[config.mk]
export PLATFORM = sky130hd
export DESIGN_NAME = video_tx_top
export DESIGN_NICKNAME = d
export VERILOG_FILES = /design/src/hdl/video_pkg.sv /design/src/hdl/video_timing_if.sv /design/src/hdl/mode_switch_fsm.sv /design/src/hdl/video_timing_gen.sv /design/src/hdl/sync_de_stage.sv /design/src/hdl/aux_window_sched.sv /design/src/hdl/video_tx_top.sv
export VERILOG_INCLUDE_DIRS = /design/src /design/src/hdl
export SDC_FILE = /design/constraint.sdc
export NUM_CORES = 1
export LEC_CHECK = 0
export BUFFER_PORTS_ARGS = -buffer_cell sky130_fd_sc_hd__buf_2
export CAP_MARGIN = 20
export CORE_MARGIN = 5
export CORE_UTILIZATION = 58
export DETAILED_ROUTE_END_ITERATION = 10
export HOLD_SLACK_MARGIN = 0.12
export PLACE_DENSITY = 0.75
export SLEW_MARGIN = 20
export SYNTH_ARGS = -nofsm -noshare
export SYNTH_HDL_FRONTEND = slang
export SYNTH_HIERARCHICAL = 1
export SYNTH_SLANG_ARGS = --single-unit
[constraint.sdc]
create_clock -name clk50m_bufg -period 7.1 [get_ports clk50m_bufg]
set_input_delay 0 -clock clk50m_bufg [delete_from_list [all_inputs] [get_ports clk50m_bufg]]
set_output_delay 0 -clock clk50m_bufg [all_outputs]
set_load 0.1 [all_outputs]
[src/hdl/video_macros.svh]
`ifndef VIDEO_MACROS_SVH
`define VIDEO_MACROS_SVH

//////////////////////////////////////////////////
// Common sizes
//////////////////////////////////////////////////
`define VID_CW          11 // Raster counter width
`define AUX_WIN_LEN     32 // Aux data window in clocks
`define DEBOUNCE_CYCLES 16 // Stable time before a switch value is taken

// Switch codes, anything not listed falls back to 720p
`define SW_VGA      4'b0000
`define SW_SVGA     4'b0001
`define SW_XGA      4'b0011
`define SW_HDTV720P 4'b0010
`define SW_SXGA     4'b1000
`define SW_CAMERA   4'b1001

//////////////////////////////////////////////////
// Per-mode raster sizes
//////////////////////////////////////////////////
// 640x480
`define HPIXELS_VGA 11'd640
`define HFNPRCH_VGA 11'd16
`define HSYNCPW_VGA 11'd96
`define HBKPRCH_VGA 11'd48
`define VLINES_VGA  11'd480
`define VFNPRCH_VGA 11'd11
`define VSYNCPW_VGA 11'd2
`define VBKPRCH_VGA 11'd31
// 800x600
`define HPIXELS_SVGA 11'd800
`define HFNPRCH_SVGA 11'd40
`define HSYNCPW_SVGA 11'd128
`define HBKPRCH_SVGA 11'd88
`define VLINES_SVGA  11'd600
`define VFNPRCH_SVGA 11'd1
`define VSYNCPW_SVGA 11'd4
`define VBKPRCH_SVGA 11'd23
// 1024x768
`define HPIXELS_XGA 11'd1024
`define HFNPRCH_XGA 11'd24
`define HSYNCPW_XGA 11'd136
`define HBKPRCH_XGA 11'd160
`define VLINES_XGA  11'd768
`define VFNPRCH_XGA 11'd3
`define VSYNCPW_XGA 11'd6
`define VBKPRCH_XGA 11'd29
// 1280x720
`define HPIXELS_HDTV720P 11'd1280
`define HFNPRCH_HDTV720P 11'd110
`define HSYNCPW_HDTV720P 11'd40
`define HBKPRCH_HDTV720P 11'd220
`define VLINES_HDTV720P  11'd720
`define VFNPRCH_HDTV720P 11'd5
`define VSYNCPW_HDTV720P 11'd5
`define VBKPRCH_HDTV720P 11'd20
// 1280x1024
`define HPIXELS_SXGA 11'd1280
`define HFNPRCH_SXGA 11'd48
`define HSYNCPW_SXGA 11'd112
`define HBKPRCH_SXGA 11'd248
`define VLINES_SXGA  11'd1024
`define VFNPRCH_SXGA 11'd1
`define VSYNCPW_SXGA 11'd3
`define VBKPRCH_SXGA 11'd38
// Camera, 720p with trimmed sync
`define HPIXELS_CAMERA 11'd1280
`define HFNPRCH_CAMERA 11'd110
`define HSYNCPW_CAMERA 11'd39
`define HBKPRCH_CAMERA 11'd220
`define VLINES_CAMERA  11'd720
`define VFNPRCH_CAMERA 11'd4
`define VSYNCPW_CAMERA 11'd4
`define VBKPRCH_CAMERA 11'd22

`endif

[src/hdl/video_pkg.sv]
`default_nettype none

`include "video_macros.svh"

package video_pkg;

	// Display modes picked by the switch
	typedef enum logic [2:0] {
		MODE_VGA,
		MODE_SVGA,
		MODE_XGA,
		MODE_HDTV720P,
		MODE_SXGA,
		MODE_CAMERA
	} vmode_e;

	// Terminal counts, all zero based
	typedef struct packed {
		logic [`VID_CW-1:0] tc_hsblnk;  // Last active pixel
		logic [`VID_CW-1:0] tc_hssync;  // Hsync starts after this
		logic [`VID_CW-1:0] tc_hesync;  // Last hsync pixel
		logic [`VID_CW-1:0] tc_heblnk;  // Line total minus one
		logic [`VID_CW-1:0] tc_vsblnk;  // Last active line
		logic [`VID_CW-1:0] tc_vssync;  // Vsync starts after this
		logic [`VID_CW-1:0] tc_vesync;  // Last vsync line
		logic [`VID_CW-1:0] tc_veblnk;  // Frame total minus one
		logic               sync_negative; // 1 = active low syncs
	} mode_timing_t;

endpackage

`default_nettype wire

[src/hdl/video_timing_if.sv]
`timescale 1ns/1ns
`default_nettype none

`include "video_macros.svh"

// Raster position and raw flags, all registered
interface video_timing_if;
	logic [`VID_CW-1:0] hcount;
	logic [`VID_CW-1:0] vcount;
	logic               hblnk;     // Past last active pixel
	logic               vblnk;     // Past last active line
	logic               hsync_raw; // Positive sense
	logic               vsync_raw; // Positive sense

	// Counter side
	modport gen (output hcount, vcount, hblnk, vblnk, hsync_raw, vsync_raw);

	// Consumers
	modport sink (input hcount, vcount, hblnk, vblnk, hsync_raw, vsync_raw);
endinterface

`default_nettype wire

[src/hdl/mode_switch_fsm.sv]
`timescale 1ns/1ns
`default_nettype none

`include "video_macros.svh"

module mode_switch_fsm (
	input  wire                     clk50m_bufg,
	input  wire                     RSTBTN,
	input  wire [3:0]               sw,
	output video_pkg::mode_timing_t mode_timing,
	output logic                    restart
);

	localparam int DB_W = $clog2(`DEBOUNCE_CYCLES);

	typedef enum logic [1:0] {
		ST_IDLE,
		ST_SETTLE,
		ST_APPLY
	} state_e;

	state_e           state;
	logic [3:0]       sw_meta, sw_sync; // Two-flop synchronizer
	logic [3:0]       sw_cand;          // Value being timed
	logic [3:0]       sw_cur;           // Last accepted value
	logic [DB_W-1:0]  db_cnt;

	// Switch code to mode
	function automatic video_pkg::vmode_e sw_to_mode(input logic [3:0] code);
		case (code)
			`SW_VGA:    sw_to_mode = video_pkg::MODE_VGA;
			`SW_SVGA:   sw_to_mode = video_pkg::MODE_SVGA;
			`SW_XGA:    sw_to_mode = video_pkg::MODE_XGA;
			`SW_SXGA:   sw_to_mode = video_pkg::MODE_SXGA;
			`SW_CAMERA: sw_to_mode = video_pkg::MODE_CAMERA;
			default:    sw_to_mode = video_pkg::MODE_HDTV720P;
		endcase
	endfunction

	// Sizes to terminal counts
	function automatic video_pkg::mode_timing_t build_tc(
		input logic [`VID_CW-1:0] hp, hf, hs, hb,
		input logic [`VID_CW-1:0] vl, vf, vs, vb,
		input logic               neg
	);
		video_pkg::mode_timing_t t;
		t.tc_hsblnk     = hp - 11'd1;
		t.tc_hssync     = hp - 11'd1 + hf;
		t.tc_hesync     = hp - 11'd1 + hf + hs;
		t.tc_heblnk     = hp - 11'd1 + hf + hs + hb;
		t.tc_vsblnk     = vl - 11'd1;
		t.tc_vssync     = vl - 11'd1 + vf;
		t.tc_vesync     = vl - 11'd1 + vf + vs;
		t.tc_veblnk     = vl - 11'd1 + vf + vs + vb;
		t.sync_negative = neg;
		return t;
	endfunction

	//////////////////////////////////////////////////
	// Mode table
	//////////////////////////////////////////////////
	function automatic video_pkg::mode_timing_t mode_lookup(input video_pkg::vmode_e m);
		case (m)
			video_pkg::MODE_VGA: mode_lookup = build_tc( // Negative syncs
				`HPIXELS_VGA, `HFNPRCH_VGA, `HSYNCPW_VGA, `HBKPRCH_VGA,
				`VLINES_VGA, `VFNPRCH_VGA, `VSYNCPW_VGA, `VBKPRCH_VGA, 1'b1);
			video_pkg::MODE_SVGA: mode_lookup = build_tc(
				`HPIXELS_SVGA, `HFNPRCH_SVGA, `HSYNCPW_SVGA, `HBKPRCH_SVGA,
				`VLINES_SVGA, `VFNPRCH_SVGA, `VSYNCPW_SVGA, `VBKPRCH_SVGA, 1'b0);
			video_pkg::MODE_XGA: mode_lookup = build_tc( // Negative syncs
				`HPIXELS_XGA, `HFNPRCH_XGA, `HSYNCPW_XGA, `HBKPRCH_XGA,
				`VLINES_XGA, `VFNPRCH_XGA, `VSYNCPW_XGA, `VBKPRCH_XGA, 1'b1);
			video_pkg::MODE_SXGA: mode_lookup = build_tc(
				`HPIXELS_SXGA, `HFNPRCH_SXGA, `HSYNCPW_SXGA, `HBKPRCH_SXGA,
				`VLINES_SXGA, `VFNPRCH_SXGA, `VSYNCPW_SXGA, `VBKPRCH_SXGA, 1'b0);
			video_pkg::MODE_CAMERA: mode_lookup = build_tc(
				`HPIXELS_CAMERA, `HFNPRCH_CAMERA, `HSYNCPW_CAMERA, `HBKPRCH_CAMERA,
				`VLINES_CAMERA, `VFNPRCH_CAMERA, `VSYNCPW_CAMERA, `VBKPRCH_CAMERA, 1'b0);
			default: mode_lookup = build_tc(
				`HPIXELS_HDTV720P, `HFNPRCH_HDTV720P, `HSYNCPW_HDTV720P, `HBKPRCH_HDTV720P,
				`VLINES_HDTV720P, `VFNPRCH_HDTV720P, `VSYNCPW_HDTV720P, `VBKPRCH_HDTV720P,
				1'b0);
		endcase
	endfunction

	always_ff @(posedge clk50m_bufg) begin
		sw_meta <= sw;
		sw_sync <= sw_meta;
	end

	//////////////////////////////////////////////////
	// Debounce and apply
	//////////////////////////////////////////////////
	always_ff @(posedge clk50m_bufg) begin
		if (RSTBTN) begin
			state       <= ST_APPLY; // Forces one restart out of reset
			sw_cand     <= `SW_HDTV720P;
			sw_cur      <= `SW_HDTV720P;
			db_cnt      <= '0;
			restart     <= 1'b0;
			mode_timing <= mode_lookup(video_pkg::MODE_HDTV720P);
		end else begin
			restart <= 1'b0; // Single cycle pulse
			case (state)
				ST_IDLE: begin
					if (sw_sync != sw_cur) begin
						sw_cand <= sw_sync;
						db_cnt  <= '0;
						state   <= ST_SETTLE;
					end
				end
				ST_SETTLE: begin
					if (sw_sync != sw_cand)
						state <= ST_IDLE; // Glitch, start over
					else if (db_cnt == DB_W'(`DEBOUNCE_CYCLES - 1))
						state <= ST_APPLY;
					else
						db_cnt <= db_cnt + 1'b1;
				end
				ST_APPLY: begin
					mode_timing <= mode_lookup(sw_to_mode(sw_cand));
					sw_cur      <= sw_cand;
					restart     <= 1'b1; // Same edge as new timing
					state       <= ST_IDLE;
				end
				default: state <= ST_IDLE;
			endcase
		end
	end

endmodule

`default_nettype wire

[src/hdl/video_timing_gen.sv]
`timescale 1ns/1ns
`default_nettype none

`include "video_macros.svh"

module video_timing_gen (
	input  wire                     clk50m_bufg,
	input  wire                     RSTBTN,
	input  wire                     restart,
	input  wire video_pkg::mode_timing_t mode_timing,
	video_timing_if.gen             vt
);

	logic [`VID_CW-1:0] hcount_nxt;
	logic [`VID_CW-1:0] vcount_nxt;
	logic               h_wrap; // Last pixel of the line
	logic               v_wrap; // Last line of the frame

	//////////////////////////////////////////////////
	// Next counter values
	//////////////////////////////////////////////////
	always_comb begin
		h_wrap = (vt.hcount >= mode_timing.tc_heblnk); // >= covers a shrinking mode
		v_wrap = (vt.vcount >= mode_timing.tc_veblnk);

		if (restart || h_wrap)
			hcount_nxt = '0;
		else
			hcount_nxt = vt.hcount + 1'b1;

		// Vertical only moves at the end of a line
		if (restart)
			vcount_nxt = '0;
		else if (h_wrap)
			vcount_nxt = v_wrap ? '0 : vt.vcount + 1'b1;
		else
			vcount_nxt = vt.vcount;
	end

	//////////////////////////////////////////////////
	// Counters and flags
	//////////////////////////////////////////////////
	// Flags decode the next count so they line up with it
	always_ff @(posedge clk50m_bufg) begin
		if (RSTBTN) begin
			vt.hcount    <= '0;
			vt.vcount    <= '0;
			vt.hblnk     <= 1'b0;
			vt.vblnk     <= 1'b0;
			vt.hsync_raw <= 1'b0;
			vt.vsync_raw <= 1'b0;
		end else begin
			vt.hcount <= hcount_nxt;
			vt.vcount <= vcount_nxt;

			vt.hblnk     <= (hcount_nxt > mode_timing.tc_hsblnk); // Front porch onward
			vt.hsync_raw <= (hcount_nxt > mode_timing.tc_hssync) &&
			                (hcount_nxt <= mode_timing.tc_hesync);

			// Same decode in lines
			vt.vblnk     <= (vcount_nxt > mode_timing.tc_vsblnk);
			vt.vsync_raw <= (vcount_nxt > mode_timing.tc_vssync) &&
			                (vcount_nxt <= mode_timing.tc_vesync);
		end
	end

endmodule

`default_nettype wire

[src/hdl/sync_de_stage.sv]
`timescale 1ns/1ns
`default_nettype none

module sync_de_stage (
	input  wire          clk50m_bufg,
	input  wire          RSTBTN,
	video_timing_if.sink vt,
	input  wire          sync_negative, // 1 = active low
	output logic         hsync,
	output logic         vsync,
	output logic         de
);

	logic hsync_q;
	logic vsync_q;
	logic active_q;
	logic active;

	// Visible area
	assign active = !vt.hblnk && !vt.vblnk;

	//////////////////////////////////////////////////
	// Two register stages
	//////////////////////////////////////////////////
	always_ff @(posedge clk50m_bufg) begin
		if (RSTBTN) begin
			hsync_q  <= 1'b0; // Idle level of positive sync
			vsync_q  <= 1'b0;
			active_q <= 1'b0;
			hsync    <= 1'b0;
			vsync    <= 1'b0;
			de       <= 1'b0;
		end else begin
			// Stage 1 with polarity
			hsync_q  <= vt.hsync_raw ^ sync_negative;
			vsync_q  <= vt.vsync_raw ^ sync_negative;
			active_q <= active;

			hsync <= hsync_q; // Stage 2
			vsync <= vsync_q;
			de    <= active_q;
		end
	end

endmodule

`default_nettype wire

[src/hdl/aux_window_sched.sv]
`timescale 1ns/1ns
`default_nettype none

`include "video_macros.svh"

module aux_window_sched (
	input  wire               clk50m_bufg,
	input  wire               RSTBTN,
	video_timing_if.sink      vt,
	input  wire [`VID_CW-1:0] aux_start,
	output logic              ade
);

	localparam int AW = $clog2(`AUX_WIN_LEN);

	logic [`VID_CW-1:0] aux_col;  // Column for this line
	logic [AW-1:0]      win_cnt;  // Cycles already in window
	logic               win_q;    // Window, one stage behind vt
	logic               open;
	logic               line_start;

	assign line_start = (vt.hcount == '0);

	// Start point only in horizontal blanking of an active line
	assign open = !win_q && vt.hblnk && !vt.vblnk && (vt.hcount == aux_col);

	// Column taken once per line
	always_ff @(posedge clk50m_bufg) begin
		if (line_start)
			aux_col <= aux_start;
	end

	//////////////////////////////////////////////////
	// Window counter
	//////////////////////////////////////////////////
	always_ff @(posedge clk50m_bufg) begin
		if (RSTBTN) begin
			win_q   <= 1'b0;
			win_cnt <= '0;
			ade     <= 1'b0;
		end else begin
			if (open) begin
				win_q   <= 1'b1;
				win_cnt <= '0;
			end else if (win_q) begin
				// Full length reached or new line began
				if (win_cnt == AW'(`AUX_WIN_LEN - 1) || line_start)
					win_q <= 1'b0;
				else
					win_cnt <= win_cnt + 1'b1;
			end

			ade <= win_q; // Second stage, lines up with de
		end
	end

endmodule

`default_nettype wire

[src/hdl/video_tx_top.sv]
`timescale 1ns/1ns
`default_nettype none

`include "video_macros.svh"

module video_tx_top (
	input  wire               clk50m_bufg,
	input  wire               RSTBTN,
	input  wire [3:0]         sw,        // Mode select
	input  wire [`VID_CW-1:0] aux_start, // Aux column in blanking
	output logic              hsync,
	output logic              vsync,
	output logic              de,
	output logic              ade
);

	video_pkg::mode_timing_t mode_timing;
	logic                    restart;

	video_timing_if vt_if ();

	//////////////////////////////////////////////////
	// Mode select
	//////////////////////////////////////////////////
	mode_switch_fsm mode_switch_fsm_inst (
		.clk50m_bufg (clk50m_bufg),
		.RSTBTN      (RSTBTN),
		.sw          (sw),
		.mode_timing (mode_timing),
		.restart     (restart)
	);

	// Raster counters
	video_timing_gen video_timing_gen_inst (
		.clk50m_bufg (clk50m_bufg),
		.RSTBTN      (RSTBTN),
		.restart     (restart),
		.mode_timing (mode_timing),
		.vt          (vt_if.gen)
	);

	//////////////////////////////////////////////////
	// Output stages, both two clocks behind vt
	//////////////////////////////////////////////////
	sync_de_stage sync_de_stage_inst (
		.clk50m_bufg   (clk50m_bufg),
		.RSTBTN        (RSTBTN),
		.vt            (vt_if.sink),
		.sync_negative (mode_timing.sync_negative),
		.hsync         (hsync),
		.vsync         (vsync),
		.de            (de)
	);

	aux_window_sched aux_window_sched_inst (
		.clk50m_bufg (clk50m_bufg),
		.RSTBTN      (RSTBTN),
		.vt          (vt_if.sink),
		.aux_start   (aux_start),
		.ade         (ade)
	);

endmodule

`default_nettype wire

Yosys cells after proc, flatten, opt, wreduce, memory -nomap -nowiden
Index checks and enable logic that the tools add are counted.
- memory bits (writable): 0
- logic and storage cells: 107
- bits in latches: 0
- input port bits: 17
- memories kept: 0
- bits in read-only memories: 0
- register bits after elaboration: 162
- output and inout port bits: 4
- equality and inequality tests: 19
- bitwise operators: 3
- $add $sub $neg: 4
- $mul: 0
- divide/modulo/power cells: 0
- shift-type cells: 0
- reductions and logical operators: 21
- multiplexer cells: 20
- $lt $le $gt $ge: 8
- operators with widths (cell ; number):
    $pmux 89 s5 ; 1
    $gt 11x11->1 ; 4
    $mux 11 ; 4
    $add 11x1->11 const B ; 2
    $ge 11x11->1 ; 2
    $le 11x11->1 ; 2
    $pmux 3 s5 ; 1
    $eq 4x4->1 const B ; 3
    $mux 4 ; 3
    $eq 11x11->1 ; 1
    $logic_not 11->1 ; 1
    $ne 4x4->1 ; 2
    $pmux 4 s2 ; 1
    $eq 3x3->1 const B ; 2
    $logic_and 1x1->1 ; 6
    $mux 2 ; 3
    $mux 3 ; 2
    $reduce_and 2->1 ; 3
    $add 5x1->5 const B ; 1
    $eq 5x5->1 const B ; 1
    $add 4x1->4 const B ; 1
    $eq 4x1->1 const B ; 1
    $eq 4x2->1 const B ; 1
    $logic_not 4->1 ; 1
    other kinds (18) ; 26

Logic depth before layout (Yosys ltp)
- word-level depth: 6
- mapped depth: 16
- depth with buffers taken out: 14

By module
Netlist, hierarchy kept.
- by module, submodules not included (module ; times used ; seq. area each (µm²) ; area each (µm²) ; cells an instance):
    video_timing_gen ; 1 ; 520.5 ; 3402.0 ; 447
    mode_switch_fsm ; 1 ; 1101.1 ; 2477.4 ; 281
    aux_window_sched ; 1 ; 470.5 ; 822.0 ; 60
    sync_de_stage ; 1 ; 120.1 ; 168.9 ; 14

Worst setup path after synthesis
No wires, ideal clock.
- kind: register -> register
- start: register mode_switch_fsm_inst/mode_timing[31] (netlist name)
- end: register video_timing_gen_inst.vt.hsync_raw
- setup time: 115 ps
- path slack: 3700 ps
- path buffers: 2
- arrival: 3285 ps
- period minus slack after synthesis: 3400 ps
- stages on the path, launching flop included: 16
- data required time: 6985 ps
- path through: dfxtp_1 buf_4 inv_1 ha_1 a211oi_2 nor2_1 a2111o_1 nand2b_1 clkbuf_1 nor2_1 ha_1 a21o_1 a21o_1 a211oi_1 o21ai_0 a2111oi_0
- RTL lines (what ; RTL line ; text):
    to (signal assigned) ; video_timing_gen.sv:57 ; vt.hsync_raw <= (hcount_nxt > mode_timing.tc_hssync) &&
    to (decl) ; video_timing_if.sv:16 ; modport gen (output hcount, vcount, hblnk, vblnk, hsync_raw, vsync_raw);

==> results.py <==
metrics = {
    "run_status": {
        "status": "completed",
    },
    "logic_synthesis": {
        "ys_top_cells_by_area": "dfxtp_1, ha_1, buf_4",
        "async_reset_ff_share_pct": 0,
        "netlist_area_um2": 6870,
        "synth_cell_types": 61,
        "synth_cells": 802,
        "ys.flop_type": "dfxtp_1",
        "ys_seq_area_share_pct": 32.2,
        "ys_seq_elements": 105,
        "synth_common_cells": "dfxtp_1, ha_1, inv_1, nor2_1, nand2_1",
        "synth-edff-count": 11,
        "yosysTopAreaCell": "dfxtp_1",
        "avgSynthCellArea_um2": 8.57,
        "yosysMostFrequentCell": "dfxtp_1",
        "yosysTopAreaCellShare_pct": 27.4,
        "yosysWarnings": 6,
    },
    "worst_setup_path": {
        "r2r-end": "video_timing_gen_inst/vt.hsync_raw$_SDFF_PP0_",
        "r2r-start": "mode_switch_fsm_inst/mode_timing[38]$_SDFFE_PP0P_",
        "arrival_ps": 3930,
        "worstSetupPathDepth": 13,
        "crit_path_end_kind": "flip-flop",
        "path_class": "reg -> reg",
        "crit_slowest_cell": "dfxtp_1",
        "cp.buffers_inverters": 1,
        "cp_top_family": "compound AO/OA/AOI/OAI gates",
        "rrSetupSlack_ps": 3400,
        "reg2regPathDepth": 13,
        "crit_path_start_kind": "flip-flop",
        "cp.required_ps": 7330,
        "max_stage_delay_ps": 460,
        "crit_path_max_fanout": 10,
        "crit_chain": "inv_1 -> ha_1 -> a21oi_1 -> o21ai_0 -> a2111o_1 -> nand2b_1 -> nor2_1 -> ha_1 -> a21o_1 -> a21o_1 -> a211oi_1 -> o21ai_0 -> a2111oi_0",
    },
    "sta": {
        "finalHoldViolCount": 0,
        "finalSetupViolCount": 0,
        "max_freq_ghz": 0.271,
        "setup_tns_ps": 0,
        "rsz0062_at_grt": "no",
        "period_needed_ps": 3700,
        "fin_crit_sh_pct": 52.0,
        "relSlewSlack_pct": 56.3,
        "finClkSkew_ps": 3.88,
        "worst_pin_slew_ps": 652,
        "setup_ws_ps": 3400,
        "final_max_slew_viol_count": 0,
    },
    "flow_run": {
        "maxCapViolations": 0,
    },
    "floorplan": {
        "die_w_um": 119,
        "ios": 21,
        "fp.coreArea_um2": 11500,
        "start_util_pct": 59.7,
        "num_rows": 39,
        "die_h_um": 119,
        "dieArea_um2": 14100,
    },
    "clocking": {
        "clk_pin_slew_ps": 70,
        "cts_htree_levels": 3,
        "numCtsBuffers": 9,
        "root_buffer": "clkbuf_16",
        "cts.sinks": 105,
        "cts.path.max_buffers": 2,
        "cts_resized": 0,
        "clk_latency_ps": 350,
        "cts_tree": "yes",
    },
    "routing": {
        "postRouteWirelength_mm": 15.2,
        "vias": 5337,
        "first_pass_iters": 5,
        "drt-vias-per-instance": 5.71,
        "drt_iter0_drc": 416,
        "antenna_left": 0,
        "drt_drc_violations_left": 0,
        "wl_per_cell_um": 16.3,
    },
    "final_layout": {
        "nFillCells": 1011,
        "design_area_um2": 7130,
        "drive_gt1_share_pct": 6.57,
        "final_nets": 897,
        "utilization_pct": 61.9,
        "syn_to_final_growth_pct": 3.79,
        "diodes": 0,
    },
    "worst_hold_path": {
        "hold_depth": 3,
        "hold_end": "mode_switch_fsm_inst/sw_cand[2]$_SDFFE_PP0P_",
        "min-delay-start": "RSTBTN",
        "hp-class": "in -> reg",
    },
    "placement": {
        "placed_area_um2": 6700,
        "pre_cts_slack_ps": 3480,
        "io_buffers": 20,
        "routabilityCongestion": 0.899,
        "dp_hpwl_mm": 11.5,
    },
    "grt": {
        "overflow": 0,
        "grt_pass1_wl_mm": 26.1,
        "grt_max_degree": 54,
        "grt_use_total_pct": 22.4,
        "grt_pass1_vias": 5486,
        "antenna_found_initial": 0,
    },
    "power": {
        "p_leak_nw": 3.61,
        "p_seq_share_pct": 51.5,
        "p_sw_uw": 333,
        "p_comb_share_pct": 11.4,
        "p_per_area_nw_per_um2": 178,
        "intPower_uw": 933,
        "peakVddDrop_mv": 0.170,
        "pwr-share-clk_pct": 37.1,
        "swShare_pct": 26.3,
    },
}
layout by cell type, fill, tap and decap left out, types with 9 or more instances in the layout:
cell type	synthesis	final
xor2_1	24	24
dlygate4sd3_1	0	15
nor2b_1	21	20
nand3_1	18	18
o21ai_0	21	21
edfxtp_1	11	11
and3_1	12	12
dfxtp_1	94	94
ha_1	93	93
conb_1	2	16
a21o_1	20	20
a211oi_1	11	11
nand4_1	18	18
nor2_1	67	67
nand2_1	60	60
xnor2_1	10	10
clkbuf_16	0	9
buf_2	4	20
a21oi_1	54	54
inv_1	91	91
worst min-delay path: cells and delay by family:
family	cells	cell delay, ps
buffers and inverters	2	390
AND/OR/NAND/NOR	1	160
cell families after synthesis:
kind of cell | count (synthesis) | share of synthesized area, %
DFF | 105 | 32.2
buffers and inverters | 168 | 12.5
muxes | 6 | 0.874
other | 2 | 0.109
xor gates and xnor gates | 34 | 4.33
adders and majority gates | 93 | 16.9
AOI/OAI and AO/OA | 157 | 15.6
and+or+nand+nor | 237 | 17.4
repair_timing:
action,4_1_cts,5_1_grt
endpoints found under the hold margin,15,0
hold buffers,15,0
setup endpoints to repair,0,0
setup buffers,0,0
through the flow:
step | hold WS [ps] | total power, mW | std cells
2_1_floorplan | 27.7 | 0.782 | 816
3_3_place_gp | 103 | 0.794 | 904
3_5_place_dp | 106 | 0.801 | 904
4_1_cts | 248 | 1.28 | 935
5_1_grt | 276 | 1.33 | 935
6_report | 242 | 1.27 | 935
layer usage:
layer  share of wire (%)  GRT usage (%)
met2                  49           39.0
met5                   0              0
met4                 2.1           6.81
met3                 4.1           3.84
met1                  45           28.6
worst max-delay path by stage:
stage                                                            from                                       endpoint  slack (ps)
global route            video_timing_gen_inst/vt.hcount[0]$_SDFF_PP0_  video_timing_gen_inst/vt.hsync_raw$_SDFF_PP0_        3020
CTS                 mode_switch_fsm_inst/mode_timing[31]$_SDFFE_PP0P_  video_timing_gen_inst/vt.hsync_raw$_SDFF_PP0_        3450
global placement    mode_switch_fsm_inst/mode_timing[31]$_SDFFE_PP0P_  video_timing_gen_inst/vt.hsync_raw$_SDFF_PP0_        3590
finish              mode_switch_fsm_inst/mode_timing[38]$_SDFFE_PP0P_  video_timing_gen_inst/vt.hsync_raw$_SDFF_PP0_        3400
detailed placement  mode_switch_fsm_inst/mode_timing[31]$_SDFFE_PP0P_  video_timing_gen_inst/vt.hsync_raw$_SDFF_PP0_        3480
floorplan           mode_switch_fsm_inst/mode_timing[31]$_SDFFE_PP0P_  video_timing_gen_inst/vt.hsync_raw$_SDFF_PP0_        3700
power groups by stage:
stage	Combinational, mW	Sequential (mW)	Clock [mW]
floorplan	0.127	0.655	0
global placement	0.130	0.664	0
detailed placement	0.136	0.665	0
CTS	0.143	0.651	0.482
global route	0.165	0.654	0.509
finish	0.144	0.652	0.470
area by class of cell:
class	instances	area, µm²	area share (%)
Multi-Input combinational cell	543	3850	54.0
Inverter	91	342	4.79
Clock buffer	11	243	3.40
Tap cell	143	179	2.51
Clock inverter	5	38.8	0.544
Timing Repair Buffer	37	265	3.72
Sequential cell	105	2210	31.0
registers in the layout (all words and copies together) (netlist names), 2 cells and up:
register and cells:
aux_window_sched_inst/aux_col 11, aux_window_sched_inst/win_cnt 5, mode_switch_fsm_inst/db_cnt 4, mode_switch_fsm_inst/mode_timing 32, mode_switch_fsm_inst/state 2, mode_switch_fsm_inst/sw_cand 4, mode_switch_fsm_inst/sw_cur 4, mode_switch_fsm_inst/sw_meta 4
mode_switch_fsm_inst/sw_sync 4, video_timing_gen_inst/vt.hcount 11, video_timing_gen_inst/vt.vcount 11
No activity file was read; power rests on OpenSTA's default activity.
